--- src/source/sandbox_macros.svh ---
// Build-time sizes of the sandbox: payload bytes per frame and clocks per UART bit
// Included by the package and by every module that takes a default from it

`ifndef SANDBOX_MACROS_SVH
`define SANDBOX_MACROS_SVH

// Payload bytes in each request and reply frame
// One control or status byte precedes them on the line
`define SANDBOX_WIDTH 6

// masterClock cycles per UART bit
// 26 at 12 MHz gives roughly 460800 baud
`define SANDBOX_CLOCK_SCALE 26

`endif
--- src/source/SandboxPkg.sv ---
// Shared types of the sandbox: bytes, payload, control and status bytes, frames
// Referenced by scoped names from the interface, the process and the testbench

`include "sandbox_macros.svh"

package SandboxPkg;

  // --------------------------------------------------
  // Basic units
  // --------------------------------------------------
  typedef logic [7:0] byteT;

  // Byte 0 sits in the least significant position
  typedef byteT [`SANDBOX_WIDTH-1:0] payloadT;

  // Operation applied to the payload
  typedef enum logic [1:0] {
    opEcho      = 2'd0,
    opInvert    = 2'd1,
    opReverse   = 2'd2,
    opIncrement = 2'd3
  } opT;

  // --------------------------------------------------
  // Header bytes
  // --------------------------------------------------
  // First byte of a request
  typedef struct packed {
    logic [5:0] reserved;
    opT         op;
  } controlT;

  // First byte of a reply, counter wraps at 64
  typedef struct packed {
    logic [5:0] frameCount;
    opT         op;
  } statusT;

  // --------------------------------------------------
  // Whole frames
  // --------------------------------------------------
  typedef struct packed {
    controlT control;
    payloadT data;
  } rxFrameT;

  typedef struct packed {
    statusT  status;
    payloadT data;
  } txFrameT;

endpackage

--- src/source/Sandbox.sv ---
// Top level of the hardware test sandbox on one clock
// Frame level UART on rx and tx, process toggles rxIndicator per frame

`include "sandbox_macros.svh"

module Sandbox (
  input  logic masterClock,
  input  logic rstN,
  input  logic rx,
  output logic tx,
  output logic rxIndicator
);

  // --------------------------------------------------
  // Handshake between interface and process
  // --------------------------------------------------
  SandboxPkg::rxFrameT rxFrame;
  SandboxPkg::txFrameT txFrame;
  logic                dataReceived;
  logic                transmitting;
  logic                clearDR;
  logic                transmit;

  // Host link
  WideUartIo #(.CLOCK_SCALE (`SANDBOX_CLOCK_SCALE),
               .WIDTH       (`SANDBOX_WIDTH))
    dataInterface (.masterClock  (masterClock),
                   .rstN         (rstN),
                   .rx           (rx),
                   .tx           (tx),
                   .txFrame      (txFrame),
                   .transmit     (transmit),
                   .clearDR      (clearDR),
                   .rxFrame      (rxFrame),
                   .dataReceived (dataReceived),
                   .transmitting (transmitting));

  // Operation on each received frame
  SandboxProcess
    sandboxProcess (.masterClock  (masterClock),
                    .rstN         (rstN),
                    .dataReceived (dataReceived),
                    .rxFrame      (rxFrame),
                    .transmitting (transmitting),
                    .clearDR      (clearDR),
                    .transmit     (transmit),
                    .txFrame      (txFrame),
                    .rxIndicator  (rxIndicator));

endmodule

--- src/source/SandboxProcess.sv ---
// Device under test of the sandbox: takes a received frame, applies the chosen
// operation to the payload and orders the reply with a status byte

module SandboxProcess (
  input  logic                 masterClock,
  input  logic                 rstN,
  input  logic                 dataReceived,
  input  SandboxPkg::rxFrameT  rxFrame,
  input  logic                 transmitting,
  output logic                 clearDR,
  output logic                 transmit,
  output SandboxPkg::txFrameT  txFrame,
  output logic                 rxIndicator
);

  localparam int BYTES = $bits(SandboxPkg::payloadT) / 8;

  logic                 accept;
  SandboxPkg::payloadT  result;
  SandboxPkg::payloadT  resultData;
  logic [5:0]           frameCount;
  SandboxPkg::statusT   status;

  // Idle means no request issued on the previous cycle
  // A reply still on the line holds the frame in the interface
  assign accept = dataReceived && !clearDR && !transmitting;

  // --------------------------------------------------
  // Operation on the payload
  // --------------------------------------------------
  always_comb begin
    result = rxFrame.data;
    unique case (rxFrame.control.op)
      SandboxPkg::opEcho: begin
        result = rxFrame.data;
      end
      SandboxPkg::opInvert: begin
        result = ~rxFrame.data;
      end
      SandboxPkg::opReverse: begin
        // Byte 0 swaps with the top byte
        for (int i = 0; i < BYTES; i++) begin
          result[i] = rxFrame.data[BYTES-1-i];
        end
      end
      SandboxPkg::opIncrement: begin
        // Wraps to zero from all ones
        result = SandboxPkg::payloadT'(rxFrame.data + 1'b1);
      end
    endcase
  end

  // --------------------------------------------------
  // Control and status state
  // --------------------------------------------------
  always_ff @(posedge masterClock) begin
    if (!rstN) begin
      clearDR     <= 1'b0;
      transmit    <= 1'b0;
      frameCount  <= '0;
      status      <= '0;
      rxIndicator <= 1'b0;
    end else begin
      clearDR  <= accept;
      transmit <= accept;
      if (accept) begin
        // Reply reports the count before this frame
        status.frameCount <= frameCount;
        status.op         <= rxFrame.control.op;
        frameCount        <= frameCount + 1'b1;
        rxIndicator       <= !rxIndicator;
      end
    end
  end

  always_ff @(posedge masterClock) begin
    if (accept) resultData <= result;
  end

  assign txFrame.status = status;
  assign txFrame.data   = resultData;

  // Clear only a frame that is actually pending in the interface
  aClearPending: assert property (@(posedge masterClock) disable iff (!rstN)
    clearDR |-> dataReceived)
    else $error("clearDR without a pending frame");

endmodule

--- src/source/WideUartIo.sv ---
// Frame level UART: assembles control plus payload bytes into rxFrame and
// serializes status plus result bytes, with the dataReceived and transmitting handshakes

`include "sandbox_macros.svh"

module WideUartIo #(
  parameter int CLOCK_SCALE = `SANDBOX_CLOCK_SCALE,
  parameter int WIDTH       = `SANDBOX_WIDTH
) (
  input  logic                 masterClock,
  input  logic                 rstN,
  input  logic                 rx,
  output logic                 tx,
  input  SandboxPkg::txFrameT  txFrame,
  input  logic                 transmit,
  input  logic                 clearDR,
  output SandboxPkg::rxFrameT  rxFrame,
  output logic                 dataReceived,
  output logic                 transmitting
);

  localparam int INDEX_WIDTH = $clog2(WIDTH + 2);
  localparam logic [INDEX_WIDTH-1:0] LAST_INDEX = INDEX_WIDTH'(WIDTH);
  localparam logic [INDEX_WIDTH-1:0] DONE_INDEX = INDEX_WIDTH'(WIDTH + 1);

  SandboxPkg::byteT               rxByte;
  logic                           rxValid;
  SandboxPkg::byteT               txByte;
  logic                           txStart;
  logic                           txBusy;

  // Byte 0 is the header, bytes 1 to WIDTH the payload
  SandboxPkg::byteT [WIDTH:0]     rxBytes;
  SandboxPkg::byteT [WIDTH:0]     txBytes;
  logic [INDEX_WIDTH-1:0]         rxIndex;
  logic [INDEX_WIDTH-1:0]         txIndex;

  // --------------------------------------------------
  // Receive side
  // --------------------------------------------------
  UartRx #(.CLOCK_SCALE (CLOCK_SCALE))
    receiver (.masterClock (masterClock),
              .rstN        (rstN),
              .rx          (rx),
              .rxByte      (rxByte),
              .rxValid     (rxValid));

  // Flag set on the last byte, held until the process clears it
  // Bytes arriving while it is set are lost
  always_ff @(posedge masterClock) begin
    if (!rstN) begin
      rxIndex      <= '0;
      dataReceived <= 1'b0;
    end else begin
      if (clearDR) dataReceived <= 1'b0;
      if (rxValid && !dataReceived) begin
        if (rxIndex == LAST_INDEX) begin
          rxIndex      <= '0;
          dataReceived <= 1'b1;
        end else begin
          rxIndex <= rxIndex + 1'b1;
        end
      end
    end
  end

  always_ff @(posedge masterClock) begin
    if (rxValid && !dataReceived) rxBytes[rxIndex] <= rxByte;
  end

  assign rxFrame.control = SandboxPkg::controlT'(rxBytes[0]);
  assign rxFrame.data    = rxBytes[WIDTH:1];

  // --------------------------------------------------
  // Transmit side
  // --------------------------------------------------
  // Frame captured on the strobe, process may change txFrame afterwards
  always_ff @(posedge masterClock) begin
    if (transmit) begin
      txBytes[0]       <= txFrame.status;
      txBytes[WIDTH:1] <= txFrame.data;
    end
  end

  // Next byte goes out as soon as the transmitter is free
  assign txStart = transmitting && !txBusy && (txIndex != DONE_INDEX);
  assign txByte  = txBytes[txIndex];

  always_ff @(posedge masterClock) begin
    if (!rstN) begin
      transmitting <= 1'b0;
      txIndex      <= '0;
    end else if (transmit) begin
      transmitting <= 1'b1;
      txIndex      <= '0;
    end else if (transmitting) begin
      if (txStart) begin
        txIndex <= txIndex + 1'b1;
      end else if (!txBusy && txIndex == DONE_INDEX) begin
        // Last stop bit has ended
        transmitting <= 1'b0;
      end
    end
  end

  UartTx #(.CLOCK_SCALE (CLOCK_SCALE))
    transmitter (.masterClock (masterClock),
                 .rstN        (rstN),
                 .txByte      (txByte),
                 .txStart     (txStart),
                 .tx          (tx),
                 .txBusy      (txBusy));

  // A second reply would overwrite txBytes mid frame
  aTransmitIdle: assert property (@(posedge masterClock) disable iff (!rstN)
    transmit |-> !transmitting)
    else $error("transmit strobe while a reply is still going out");

endmodule

--- src/source/UartTx.sv ---
// 8N1 serial transmitter, one byte per txStart strobe
// txBusy stays high from the start bit to the end of the stop bit

`include "sandbox_macros.svh"

module UartTx #(
  parameter int CLOCK_SCALE = `SANDBOX_CLOCK_SCALE
) (
  input  logic               masterClock,
  input  logic               rstN,
  input  SandboxPkg::byteT   txByte,
  input  logic               txStart,
  output logic               tx,
  output logic               txBusy
);

  localparam int TIMER_WIDTH = $clog2(CLOCK_SCALE + 1);
  localparam logic [TIMER_WIDTH-1:0] BIT_LAST = TIMER_WIDTH'(CLOCK_SCALE - 1);

  // Stop bit plus 8 data bits still to go out
  logic [8:0]              txShift;
  logic [TIMER_WIDTH-1:0]  bitTimer;
  logic [3:0]              bitIndex;
  logic                    bitEnd;

  assign bitEnd = (bitTimer == BIT_LAST);

  // --------------------------------------------------
  // Bit timing and line drive
  // --------------------------------------------------
  always_ff @(posedge masterClock) begin
    if (!rstN) begin
      tx       <= 1'b1;
      txBusy   <= 1'b0;
      bitTimer <= '0;
      bitIndex <= '0;
    end else if (txStart && !txBusy) begin
      // Start bit on the next cycle
      tx       <= 1'b0;
      txBusy   <= 1'b1;
      bitTimer <= '0;
      bitIndex <= '0;
    end else if (txBusy) begin
      bitTimer <= bitTimer + 1'b1;
      if (bitEnd) begin
        bitTimer <= '0;
        if (bitIndex == 4'd9) begin
          // Stop bit done, line already high
          txBusy <= 1'b0;
        end else begin
          tx       <= txShift[0];
          bitIndex <= bitIndex + 1'b1;
        end
      end
    end
  end

  // Shift register, loaded with stop bit above the data
  always_ff @(posedge masterClock) begin
    if (txStart && !txBusy) begin
      txShift <= {1'b1, txByte};
    end else if (txBusy && bitEnd) begin
      txShift <= {1'b1, txShift[8:1]};
    end
  end

  // Serializer must wait for the previous stop bit
  aTxStartIdle: assert property (@(posedge masterClock) disable iff (!rstN)
    txStart |-> !txBusy)
    else $error("txStart while the transmitter is busy");

endmodule

--- src/source/UartRx.sv ---
// 8N1 serial receiver, samples each bit at its middle
// Emits a one-cycle rxValid with rxByte, a bad stop bit gives no strobe

`include "sandbox_macros.svh"

module UartRx #(
  parameter int CLOCK_SCALE = `SANDBOX_CLOCK_SCALE
) (
  input  logic               masterClock,
  input  logic               rstN,
  input  logic               rx,
  output SandboxPkg::byteT   rxByte,
  output logic               rxValid
);

  localparam int TIMER_WIDTH = $clog2(CLOCK_SCALE + 1);
  localparam logic [TIMER_WIDTH-1:0] BIT_LAST  = TIMER_WIDTH'(CLOCK_SCALE - 1);
  localparam logic [TIMER_WIDTH-1:0] HALF_LAST = TIMER_WIDTH'(CLOCK_SCALE / 2 - 1);

  typedef enum logic [1:0] {rxIdle, rxStart, rxData, rxStop} rxStateT;

  rxStateT                 rxState;
  logic                    rxMeta;
  logic                    rxSync;
  logic [TIMER_WIDTH-1:0]  bitTimer;
  logic [2:0]              bitIndex;
  SandboxPkg::byteT        rxShift;
  logic                    bitEnd;

  // Middle of a data or stop bit once centered on the start bit
  assign bitEnd = (bitTimer == BIT_LAST);

  // --------------------------------------------------
  // Synchronizer, idles high like the line
  // --------------------------------------------------
  always_ff @(posedge masterClock) begin
    if (!rstN) begin
      rxMeta <= 1'b1;
      rxSync <= 1'b1;
    end else begin
      rxMeta <= rx;
      rxSync <= rxMeta;
    end
  end

  // --------------------------------------------------
  // Bit FSM
  // --------------------------------------------------
  always_ff @(posedge masterClock) begin
    if (!rstN) begin
      rxState  <= rxIdle;
      bitTimer <= '0;
      bitIndex <= '0;
      rxValid  <= 1'b0;
    end else begin
      rxValid  <= 1'b0;
      bitTimer <= bitTimer + 1'b1;
      case (rxState)
        rxIdle: begin
          bitTimer <= '0;
          if (!rxSync) rxState <= rxStart;
        end
        rxStart: begin
          // Half a bit in, line must still be low
          if (bitTimer == HALF_LAST) begin
            bitTimer <= '0;
            bitIndex <= '0;
            rxState  <= rxSync ? rxIdle : rxData;
          end
        end
        rxData: begin
          if (bitEnd) begin
            bitTimer <= '0;
            bitIndex <= bitIndex + 1'b1;
            if (bitIndex == 3'd7) rxState <= rxStop;
          end
        end
        rxStop: begin
          if (bitEnd) begin
            bitTimer <= '0;
            rxState  <= rxIdle;
            // Framing error drops the byte
            rxValid  <= rxSync;
          end
        end
        default: rxState <= rxIdle;
      endcase
    end
  end

  // Data bits arrive LSB first
  always_ff @(posedge masterClock) begin
    if (rxState == rxData && bitEnd) rxShift <= {rxSync, rxShift[7:1]};
    if (rxState == rxStop && bitEnd) rxByte <= rxShift;
  end

  // Frame assembler counts one byte per strobe
  aRxValidPulse: assert property (@(posedge masterClock) disable iff (!rstN)
    rxValid |=> !rxValid)
    else $error("rxValid held for more than one cycle");

endmodule

--- config.mk ---
export PLATFORM = sky130hd
export DESIGN_NAME = Sandbox
export DESIGN_NICKNAME = d
export VERILOG_FILES = /design/src/source/SandboxPkg.sv /design/src/source/Sandbox.sv /design/src/source/SandboxProcess.sv /design/src/source/WideUartIo.sv /design/src/source/UartTx.sv /design/src/source/UartRx.sv
export VERILOG_INCLUDE_DIRS = /design/src /design/src/source
export SDC_FILE = /design/constraint.sdc
export NUM_CORES = 1
export LEC_CHECK = 0
export CAP_MARGIN = 20
export CELL_PAD_IN_SITES_DETAIL_PLACEMENT = 1
export CELL_PAD_IN_SITES_GLOBAL_PLACEMENT = 2
export CORE_MARGIN = 4
export CORE_UTILIZATION = 45
export DETAILED_ROUTE_END_ITERATION = 16
export DONT_BUFFER_PORTS = 1
export PLACE_DENSITY = 0.83
export SLEW_MARGIN = 20
export SYNTH_ARGS = -nofsm -noshare
export SYNTH_HDL_FRONTEND = slang
export SYNTH_SLANG_ARGS = --single-unit
export TNS_END_PERCENT = 5
--- constraint.sdc ---
create_clock -name masterClock -period 7.4 [get_ports masterClock]
set_input_delay 1.48 -clock masterClock [delete_from_list [all_inputs] [get_ports masterClock]]
set_output_delay 1.48 -clock masterClock [all_outputs]
set_load 0.02 [all_outputs]
==> results of run 1 <==
==> worst max-delay path, cell delays in order (launching register included) <==
cell and delay [ns]:
edfxtp_1 0.48, nand4_1 0.16, or2_1 0.63, or4_4 0.61, or2_1 0.29, a211oi_1 0.33
==> worst paths after layout <==
check	from	endpoint	slack, ns	cells past startpoint
hold reg to reg	dataInterface.receiver.rxMeta	dataInterface.receiver.rxSync	0.41	1
setup reg to reg	dataInterface.rxFrame[12]	sandboxProcess.txFrame[44]	4.67	5
setup / recovery	dataInterface.rxFrame[12]	sandboxProcess.txFrame[44]	4.67	5
hold / removal	dataInterface.receiver.rxMeta	dataInterface.receiver.rxSync	0.41	1
==> state kept, by name, summed over array words and instances, names as in the netlist, 3 cells and up, named ones only <==
register / count
sandboxProcess.txFrame: 56
dataInterface.receiver.rxShift: 8
dataInterface.rxFrame: 50
dataInterface.receiver.bitTimer: 5
dataInterface.rxIndex: 3
sandboxProcess.frameCount: 6
dataInterface.transmitter.bitTimer: 5
dataInterface.transmitter.txShift: 8
dataInterface.receiver.bitIndex: 3
dataInterface.transmitter.bitIndex: 4
dataInterface.txBytes: 56
dataInterface.txIndex: 3
dataInterface.receiver.rxByte: 8
==> cells in the mapped netlist, drive strengths merged (13+ instances only) <==
master / n
edfxtp: 178
o41ai: 15
ha: 13
xnor2: 32
nand2: 83
dfxtp: 48
nor2b: 18
nand4: 20
clkbuf: 39
mux2i: 66
inv: 14
buf: 16
xor2: 18
a21boi: 14
nor3: 17
nand3: 21
a21oi: 19
nor2: 27
o21ai: 45
==> cells by family (layout without fill, tap and decap cells) <==
family          Yosys count  count (layout)
mux                      78              78
simple gates            245             245
compound gates          144             144
flops                   226             226
fa+ha+maj                13              13
xor+xnor                 50              50
buf+inv                  69              62
==> report_power, final <==
group          switching [W]  internal, W  leakage (nW)
sequential        0.00000137      0.00135          1.99
clock               0.000473     0.000637         0.362
combinational     0.00000258   0.00000288          1.38
total               0.000477      0.00199          3.73
==> through the flow <==
step	total power [W]	hold slack (ns)	worst slack [ns]	cell area, um^2
floorplan	0.00139	0.386	3.78	10400
global placement	0.00138	0.392	4.75	10600
finish	0.00247	0.411	4.67	11300
detailed placement	0.00139	0.403	4.70	10600
CTS	0.00250	0.411	4.67	11300
global route	0.00256	0.429	4.49	11300
==> routing by layer <==
metal,GRT usage (%),up-vias,share of wire [%]
met5,0,-,0
met4,6.26,0,3.1
met3,2.09,43,3.2
met2,30.5,85,49
met1,25.2,3062,45
li1,-,3032,-
==> final cells by class <==
cell class / instances / area (um^2)
Inverter: 14 / 55.1
Multi-Input combinational cell: 530 / 3810
Sequential cell: 226 / 6310
Fill cell: 2289 / 11400
Tap cell: 285 / 357
Clock buffer: 32 / 671
Timing Repair Buffer: 5 / 37.5
Clock inverter: 11 / 72.6
==> layout by cell type, fill, tap and decap left out, drive strengths merged, types with 4 or more instances in the layout <==
cell type | synthesis | final
nor2b | 18 | 18
a31oi | 5 | 5
clkinv | 0 | 8
mux2 | 4 | 4
nand3 | 21 | 21
nor3 | 17 | 17
o31ai | 11 | 11
clkbuf | 39 | 32
nor2 | 27 | 27
edfxtp | 178 | 178
nand4 | 20 | 20
o21ai | 45 | 45
mux4 | 8 | 8
nand2 | 83 | 83
dfxtp | 48 | 48
a311oi | 5 | 5
and4 | 5 | 5
o211ai | 8 | 8
and3 | 7 | 7
o41ai | 15 | 15
mux2i | 66 | 66
inv | 14 | 14
buf | 16 | 5
nand2b | 12 | 12
a21oi | 19 | 19
a211oi | 11 | 11
nor4 | 4 | 4
or3 | 4 | 4
ha | 13 | 13
nor3b | 5 | 5
xor2 | 18 | 18
xnor2 | 32 | 32
a21boi | 14 | 14
and2 | 10 | 10
==> impl_metrics.py, run 1 <==
metrics = {
    "clock_network": {
        "clockBufferDepth": 3,
        "ctsHtreeMaxLevel": 1,
        "cts_made_buffers": 24,
        "clk_latency_ns": 0.52,
        "path_clk_slew_ns": 0.06,
        "holdBufCountCts": 0,
        "postCtsSetupRepairBufs": 0,
        "clkSinkCount": 226,
        "tritoncts": "done",
        "cts-root-buf": "clkbuf_16",
        "cts_resized": 0,
    },
    "critical_path": {
        "critPathKind": "reg -> reg",
        "arrival_ns": 3.02,
        "startpoint_type": "flip-flop",
        "required_ns": 7.69,
        "crit_fanout": 24,
        "cp-end-kind": "flip-flop",
    },
    "global_route": {
        "globalRouteTotalUtil_pct": 18.3,
        "grt_start_max_net_pins": 83,
        "gr-total-overflow": 0,
        "grt_pass1_vias": 6557,
        "grt_antenna_before_repair": 0,
        "grt_pass1_wl_mm": 37.6,
    },
    "synthesis": {
        "ys_types": 62,
        "synth_compound_area_share_pct": 9.89,
        "yosysSeqAreaShare_pct": 60.6,
        "async_flop_share_pct": 0,
        "synthAdderAreaFrac_pct": 1.56,
        "synth-simple-area-share_pct": 12.4,
        "synth_top_area_share_pct": 51.4,
        "synth_edf_count": 178,
        "syn_area_per_cell_um2": 12.6,
        "yosys.area.top_type": "edfxtp_1",
        "syn_inst": 825,
        "synth_top_family_by_area": "simple AND/OR/NAND/NOR gates",
        "synth_mux_area_share_pct": 8.52,
        "yosys_register_bits": 226,
        "ys.flop_type": "edfxtp_1",
        "synth.area.top_cells": "edfxtp_1, dfxtp_1, mux2i_1",
        "yosysWarnings": 0,
        "synth.cell_area_mm2": 0.0104,
        "synth-xor-area-share_pct": 4.21,
        "synth_nets": 841,
    },
    "finish": {
        "final_util_pct": 49.8,
        "n_antenna_cell": 0,
        "syn2layout_area_growth_pct": 8.81,
        "num-nets-final": 817,
        "drive_gt1_share_pct": 9.90,
        "stdcell_count": 1103,
    },
    "drt": {
        "routedWlPerCell_um": 21.2,
        "drc_errors": 0,
        "drt_first_pass_iters": 4,
        "routed_via_density": 5.64,
        "vias": 6222,
        "ant_nets": 0,
        "drtIter0Drc": 482,
        "routed_wl_mm": 23.3,
    },
    "sta": {
        "tns_ns": 0,
        "slew_headroom_pct": 30.3,
        "tightestPinTransition_ns": 1.05,
        "setup_violations": 0,
        "worst_clock_skew_ns": 0.0152,
        "timing_max_transition_violations_final": 0,
        "max_freq_mhz": 367,
        "rsz0062_at_grt": "no",
        "finalHoldViolCount": 0,
        "fin_crit_sh_pct": 36.8,
        "min_period_ns": 2.73,
    },
    "worst_hold_path": {
        "hold_class": "reg -> reg",
    },
    "die": {
        "die_w_um": 160,
        "ios": 5,
        "fp.dieH_um": 160,
        "die_area_mm2": 0.0256,
        "initial_utilization_pct": 45.8,
        "core-area_mm2": 0.0227,
        "rows": 55,
    },
    "placement": {
        "gp_congestion": 0.822,
        "hpwl_mm": 16.7,
        "place_inst": 1060,
        "io_buffers": 0,
    },
    "power": {
        "p_per_area_mw_per_mm2": 218,
        "total_leakage_power_nw": 3.73,
        "peakVddDrop_v": 0.000215,
    },
    "job": {
        "cap_violations": 0,
    },
    "run_status": {
        "outcome": "completed",
    },
}
(Power assumes the default switching activity.)
==> run 2: changes to the inputs <==
- ABC_AREA: not set -> 1
- CORE_UTILIZATION: 45 -> 41
- clock period: 7.4 -> 2.55 ns (I/O delays scaled with it)
==> impl_metrics.py, run 2 <==
metrics = {
    "finish": {
        "layout_commonest_cell": "nand2_1",
        "layout_common_cells": "nand2_1, edfxtp_1, nor2_1, inv_1, nand3_1",
        "n_antenna_cell": 0,
        "syn2layout_area_growth_pct": 12.1,
        "drive_gt1_share_pct": 9.22,
        "num-nets-final": 1148,
    },
    "sta": {
        "min_period_ns": 2.11,
        "timing_max_transition_violations_final": 0,
        "max_freq_mhz": 474,
        "setup_violations": 0,
        "fin_crit_sh_pct": 82.8,
        "tns_ns": 0,
        "finalHoldViolCount": 0,
        "worst_clock_skew_ns": 0.0133,
        "worst_slack_ns": 0.440,
        "tightestPinTransition_ns": 0.719,
        "slew_headroom_pct": 52.1,
        "rsz0062_at_grt": "no",
    },
    "critical_path": {
        "crit_start": "dataInterface.rxFrame[19]",
        "path_buf_inv": 0,
        "crit_fanout": 7,
        "r2r_start": "dataInterface.rxFrame[19]",
        "crit_slowest_cell": "edfxtp_1",
        "cp-end-kind": "flip-flop",
        "critPathKind": "reg -> reg",
        "arrival_ns": 2.36,
        "r2r_end": "sandboxProcess.txFrame[31]",
        "ff2ff_path_depth": 7,
        "path_cells": "nand2_1, nor2_1, nand2_1, nor2_1, nand3_1, nand3_1, o2111ai_1",
        "r2r_setup_slack_ns": 0.44,
        "slowest_delay_ns": 0.63,
        "cp_top_family": "simple AND/OR/NAND/NOR gates",
        "required_ns": 2.80,
        "startpoint_type": "flip-flop",
    },
    "synthesis": {
        "yosys_register_bits": 226,
        "syn_inst": 1115,
        "ys_types": 38,
        "async_flop_share_pct": 0,
        "ys.flop_type": "edfxtp_1",
        "yosysWarnings": 0,
        "synth.cell_area_mm2": 0.0106,
        "synth.area.top_cells": "edfxtp_1, nand2_1, dfxtp_1",
        "yosys.area.top_type": "edfxtp_1",
        "yosysSeqAreaShare_pct": 59.5,
        "synth_nets": 1131,
        "synth_edf_count": 178,
        "synth_commonest_cells": "nand2_1, edfxtp_1, nor2_1",
        "synth_most_common_cell": "nand2_1",
        "synth_top_area_share_pct": 50.4,
        "syn_area_per_cell_um2": 9.51,
    },
    "clock_network": {
        "tritoncts": "done",
        "clockBufferDepth": 3,
        "cts-root-buf": "clkbuf_16",
        "clk_latency_ns": 0.54,
        "cts_resized": 0,
        "holdBufCountCts": 0,
        "postCtsSetupRepairBufs": 0,
        "ctsHtreeMaxLevel": 1,
        "clkSinkCount": 226,
        "cts_made_buffers": 25,
        "path_clk_slew_ns": 0.06,
    },
    "die": {
        "core-area_mm2": 0.0253,
        "rows": 58,
        "die_w_um": 169,
        "ios": 5,
        "initial_utilization_pct": 41.9,
        "fp.dieH_um": 169,
        "die_area_mm2": 0.0285,
    },
    "drt": {
        "ant_nets": 0,
        "drc_errors": 0,
        "routed_via_density": 5.39,
        "routed-wl-met3_mm": 1.33,
        "vias": 7981,
        "drtIter0Drc": 519,
        "wl_met2_mm": 14.6,
        "drt_first_pass_iters": 5,
        "routedWlPerCell_um": 20.9,
        "routed.top_layer": "met4",
        "wl_met1_mm": 14.2,
        "routed_wl_mm": 30.9,
    },
    "placement": {
        "post-place-ws_ns": 0.428,
        "io_buffers": 0,
        "gp_congestion": 0.959,
        "hpwl_mm": 23.0,
    },
    "power": {
        "total_leakage_power_nw": 4.27,
        "p_per_area_mw_per_mm2": 639,
        "peakVddDrop_v": 0.000554,
    },
    "global_route": {
        "globalRouteTotalUtil_pct": 21.9,
        "gr-total-overflow": 0,
        "grt_pass1_vias": 8086,
        "grt_antenna_before_repair": 0,
        "grt_start_max_net_pins": 59,
        "grt_pass1_wl_mm": 48.5,
    },
    "worst_hold_path": {
        "hold_path_end": "dataInterface.transmitter.tx",
        "hold_depth": 1,
        "hold_class": "in -> reg",
        "hp-start": "rstN",
    },
    "job": {
        "cap_violations": 0,
    },
    "run_status": {
        "outcome": "completed",
    },
}
-- run 2: metrics by stage --
step	power, W	instance area (um^2)	std cells	hold slack (ns)	utilization [%]
after CTS	0.00768	11900	1480	0.0311	46.9
after global placement	0.00404	11100	1435	0.402	43.6
after global routing	0.00786	11900	1480	0.0532	46.9
final	0.00759	11900	1480	0.0531	46.9
after floorplan	0.00404	10600	1115	0.393	-
after detailed placement	0.00404	11100	1435	0.405	43.6
-- run 2: logic make-up (layout without fill, tap and decap cells) --
group	count (synthesis)	in the layout	share of synthesized area, %
AO/OA/AOI/OAI	159	159	9.25
XOR/XNOR	9	9	0.743
adder cells (fa/ha/maj)	13	13	1.53
buffers and inverters	135	170	5.14
flip-flops	226	226	59.5
AND/OR/NAND/NOR	573	573	23.9
-- run 2: worst max-delay path by stage --
| stage | cells past startpoint | slack [ns] | end |
|---|---|---|---|
| global route | 7 | 0.16 | sandboxProcess.txFrame[31] |
| global placement | 7 | 0.42 | sandboxProcess.txFrame[31] |
| floorplan | 4 | 0.36 | sandboxProcess.txFrame[0] |
| detailed placement | 7 | 0.43 | sandboxProcess.txFrame[31] |
| finish | 7 | 0.44 | sandboxProcess.txFrame[31] |
| CTS | 7 | 0.42 | sandboxProcess.txFrame[31] |
-- run 2: report_power, final --
| group | internal [W] | switching, W |
|---|---|---|
| sequential | 0.00392 | 0.00000456 |
| clock | 0.00215 | 0.00148 |
| combinational | 0.0000113 | 0.0000263 |
-- run 2: cell type report --
| cell class | count | area [um^2] |
|---|---|---|
| Clock buffer | 30 | 654 |
| Clock inverter | 15 | 176 |
| Fill cell | 2856 | 13400 |
| Inverter | 101 | 379 |
| Multi-Input combinational cell | 754 | 3760 |
| Sequential cell | 226 | 6310 |
| Tap cell | 330 | 413 |
| Timing Repair Buffer | 24 | 193 |
-- run 2: routing by layer --
layer / vias to the layer above / track usage [%]
met4: 0 / 6.18
met2: 142 / 35.7
li1: 3877 / -
met1: 3915 / 30.7
met3: 47 / 3.36
met5: - / 0
==> run 3: changes to the inputs <==
- CORE_UTILIZATION: 41 -> 37
- PLACE_DENSITY: 0.83 -> 0.79
- clock period: 2.55 -> 1.8 ns (I/O delays scaled with it)
==> impl_metrics.py, run 3 (synthesis gave the netlist of run 2 again) <==
metrics = {
    "run_status": {
        "outcome": "finished, violations left",
        "violations": "negative setup slack",
    },
    "clock_network": {
        "clk_latency_ns": 0.54,
        "ctsHtreeMaxLevel": 1,
        "clkSinkCount": 226,
        "cts-root-buf": "clkbuf_16",
        "clockBufferDepth": 3,
        "tritoncts": "done",
        "cts_made_buffers": 25,
        "path_clk_slew_ns": 0.06,
    },
    "finish": {
        "n_antenna_cell": 0,
        "drive_gt1_share_pct": 19.2,
        "layout_commonest_cell": "nand2_1",
        "syn2layout_area_growth_pct": 21.4,
        "layout_common_cells": "nand2_1, edfxtp_1, nor2_1, buf_4, inv_1",
        "final_util_pct": 46.0,
        "num-nets-final": 1248,
    },
    "power": {
        "p_per_area_mw_per_mm2": 819,
        "total_leakage_power_nw": 4.79,
        "peakVddDrop_v": 0.000833,
    },
    "critical_path": {
        "startpoint_type": "flip-flop",
        "arrival_ns": 2.13,
        "r2r_setup_slack_ns": -0.01,
        "crit_start": "dataInterface.rxFrame[48]",
        "required_ns": 2.11,
        "crit_fanout": 16,
        "cp-end-kind": "flip-flop",
        "critPathKind": "reg -> reg",
        "r2r_start": "dataInterface.rxFrame[48]",
        "r2r_end": "sandboxProcess.txFrame[21]",
        "ff2ff_path_depth": 6,
    },
    "worst_hold_path": {
        "hold_class": "in -> reg",
        "hold_path_end": "dataInterface.txIndex[0]",
        "hp-start": "rstN",
        "hold_depth": 2,
    },
    "placement": {
        "gp_congestion": 0.898,
        "hpwl_mm": 24.3,
        "post-place-ws_ns": -0.0924,
        "io_buffers": 0,
    },
    "sta": {
        "worst_clock_skew_ns": 0.0187,
        "rsz0062_at_grt": "yes",
        "min_period_ns": 1.81,
        "tightestPinTransition_ns": 0.736,
        "fin_crit_sh_pct": 101,
        "setup_violations": 1,
        "worst_slack_ns": -0.0148,
        "timing_max_transition_violations_final": 0,
        "max_freq_mhz": 551,
        "slew_headroom_pct": 51.0,
        "finalHoldViolCount": 0,
    },
    "drt": {
        "drc_errors": 0,
        "routedWlPerCell_um": 20.1,
        "drtIter0Drc": 556,
        "routed_wl_mm": 32.7,
        "ant_nets": 0,
        "vias": 8391,
        "drt_first_pass_iters": 4,
        "routed_via_density": 5.16,
    },
    "die": {
        "initial_utilization_pct": 37.9,
        "core-area_mm2": 0.0280,
        "die_area_mm2": 0.0314,
        "ios": 5,
        "fp.dieH_um": 177,
        "die_w_um": 177,
        "rows": 61,
    },
    "global_route": {
        "grt_pass1_vias": 8812,
        "gr-total-overflow": 0,
        "grt_pass1_wl_mm": 51.0,
        "grt_start_max_net_pins": 58,
        "grt_antenna_before_repair": 0,
        "globalRouteTotalUtil_pct": 20.9,
    },
    "job": {
        "cap_violations": 0,
    },
}
run 3: changes by cell type in the layout (fill, tap and decap cells not counted), sizes merged:
| cell | previous run | this run |
|---|---|---|
| nor2 | 164 | 165 |
| clkbuf | 30 | 28 |
| bufinv | 3 | 1 |
| dlygate4sd3 | 0 | 2 |
| buf | 24 | 121 |
| inv | 103 | 105 |
| clkinvlp | 1 | 2 |
run 3: critical path, stage by stage (launching register included):
cell	delay (ns)
edfxtp_1	0.44
buf_4	0.21
nor2_2	0.25
buf_4	0.21
buf_4	0.24
nand2_1	0.08
o2111ai_1	0.16
run 3: area by class of cell:
class	instances	area, um^2
Clock buffer	28	657
Multi-Input combinational cell	755	3890
Fill cell	3195	15100
Tap cell	378	473
Clock inverter	16	130
Sequential cell	226	6310
Timing Repair Buffer	123	1030
Inverter	101	379
run 3: worst max-delay path by stage:
stage,endpoint,slack [ns],cells after the start
after CTS,sandboxProcess.txFrame[34],-0.02,7
after floorplan,dataInterface.transmitter.txShift[0],0.02,6
final,sandboxProcess.txFrame[21],-0.01,6
after global placement,sandboxProcess.txFrame[20],-0.06,8
after global routing,sandboxProcess.txFrame[21],-0.12,8
after detailed placement,sandboxProcess.txFrame[34],-0.09,7
run 3: routing by layer:
layer	global-route usage (%)	vias to the layer above	share of wire, %
li1	-	4078	-
met4	5.06	0	2.7
met2	35.5	141	48
met3	2.64	48	3.6
met1	28.7	4124	46
met5	0	-	0
run 3: report_power, final:
| part | internal (W) | leakage, nW | switching, W | total, W |
|---|---|---|---|---|
| clock | 0.00279 | 0.388 | 0.00213 | 0.00492 |
| combinational | 0.0000196 | 2.42 | 0.0000442 | 0.0000638 |
| sequential | 0.00556 | 1.99 | 0.00000623 | 0.00556 |
run 3: through the flow:
stage | hold slack (ns) | power (W) | instance area [um^2] | cells | TNS (ns)
final | 0.0462 | 0.0105 | 12900 | 1627 | -0.0148
after CTS | 0.0309 | 0.0107 | 12700 | 1618 | -0.0806
after global placement | 0.401 | 0.00573 | 11800 | 1569 | -0.293
after detailed placement | 0.406 | 0.00573 | 11800 | 1569 | -0.486
after global routing | 0.0668 | 0.0109 | 12900 | 1627 | -1.27
after floorplan | 0.393 | 0.00572 | 10600 | 1115 | 0
run 3: what timing repair did:
item                                    CTS  global route
cloned                                    0             1
hold buffers                              2             0
pin swaps                                 1            15
gates resized for setup                  11            34
endpoints found under the setup margin   20            78
endpoints found under the hold margin    17             0
buffers inserted                          3             8
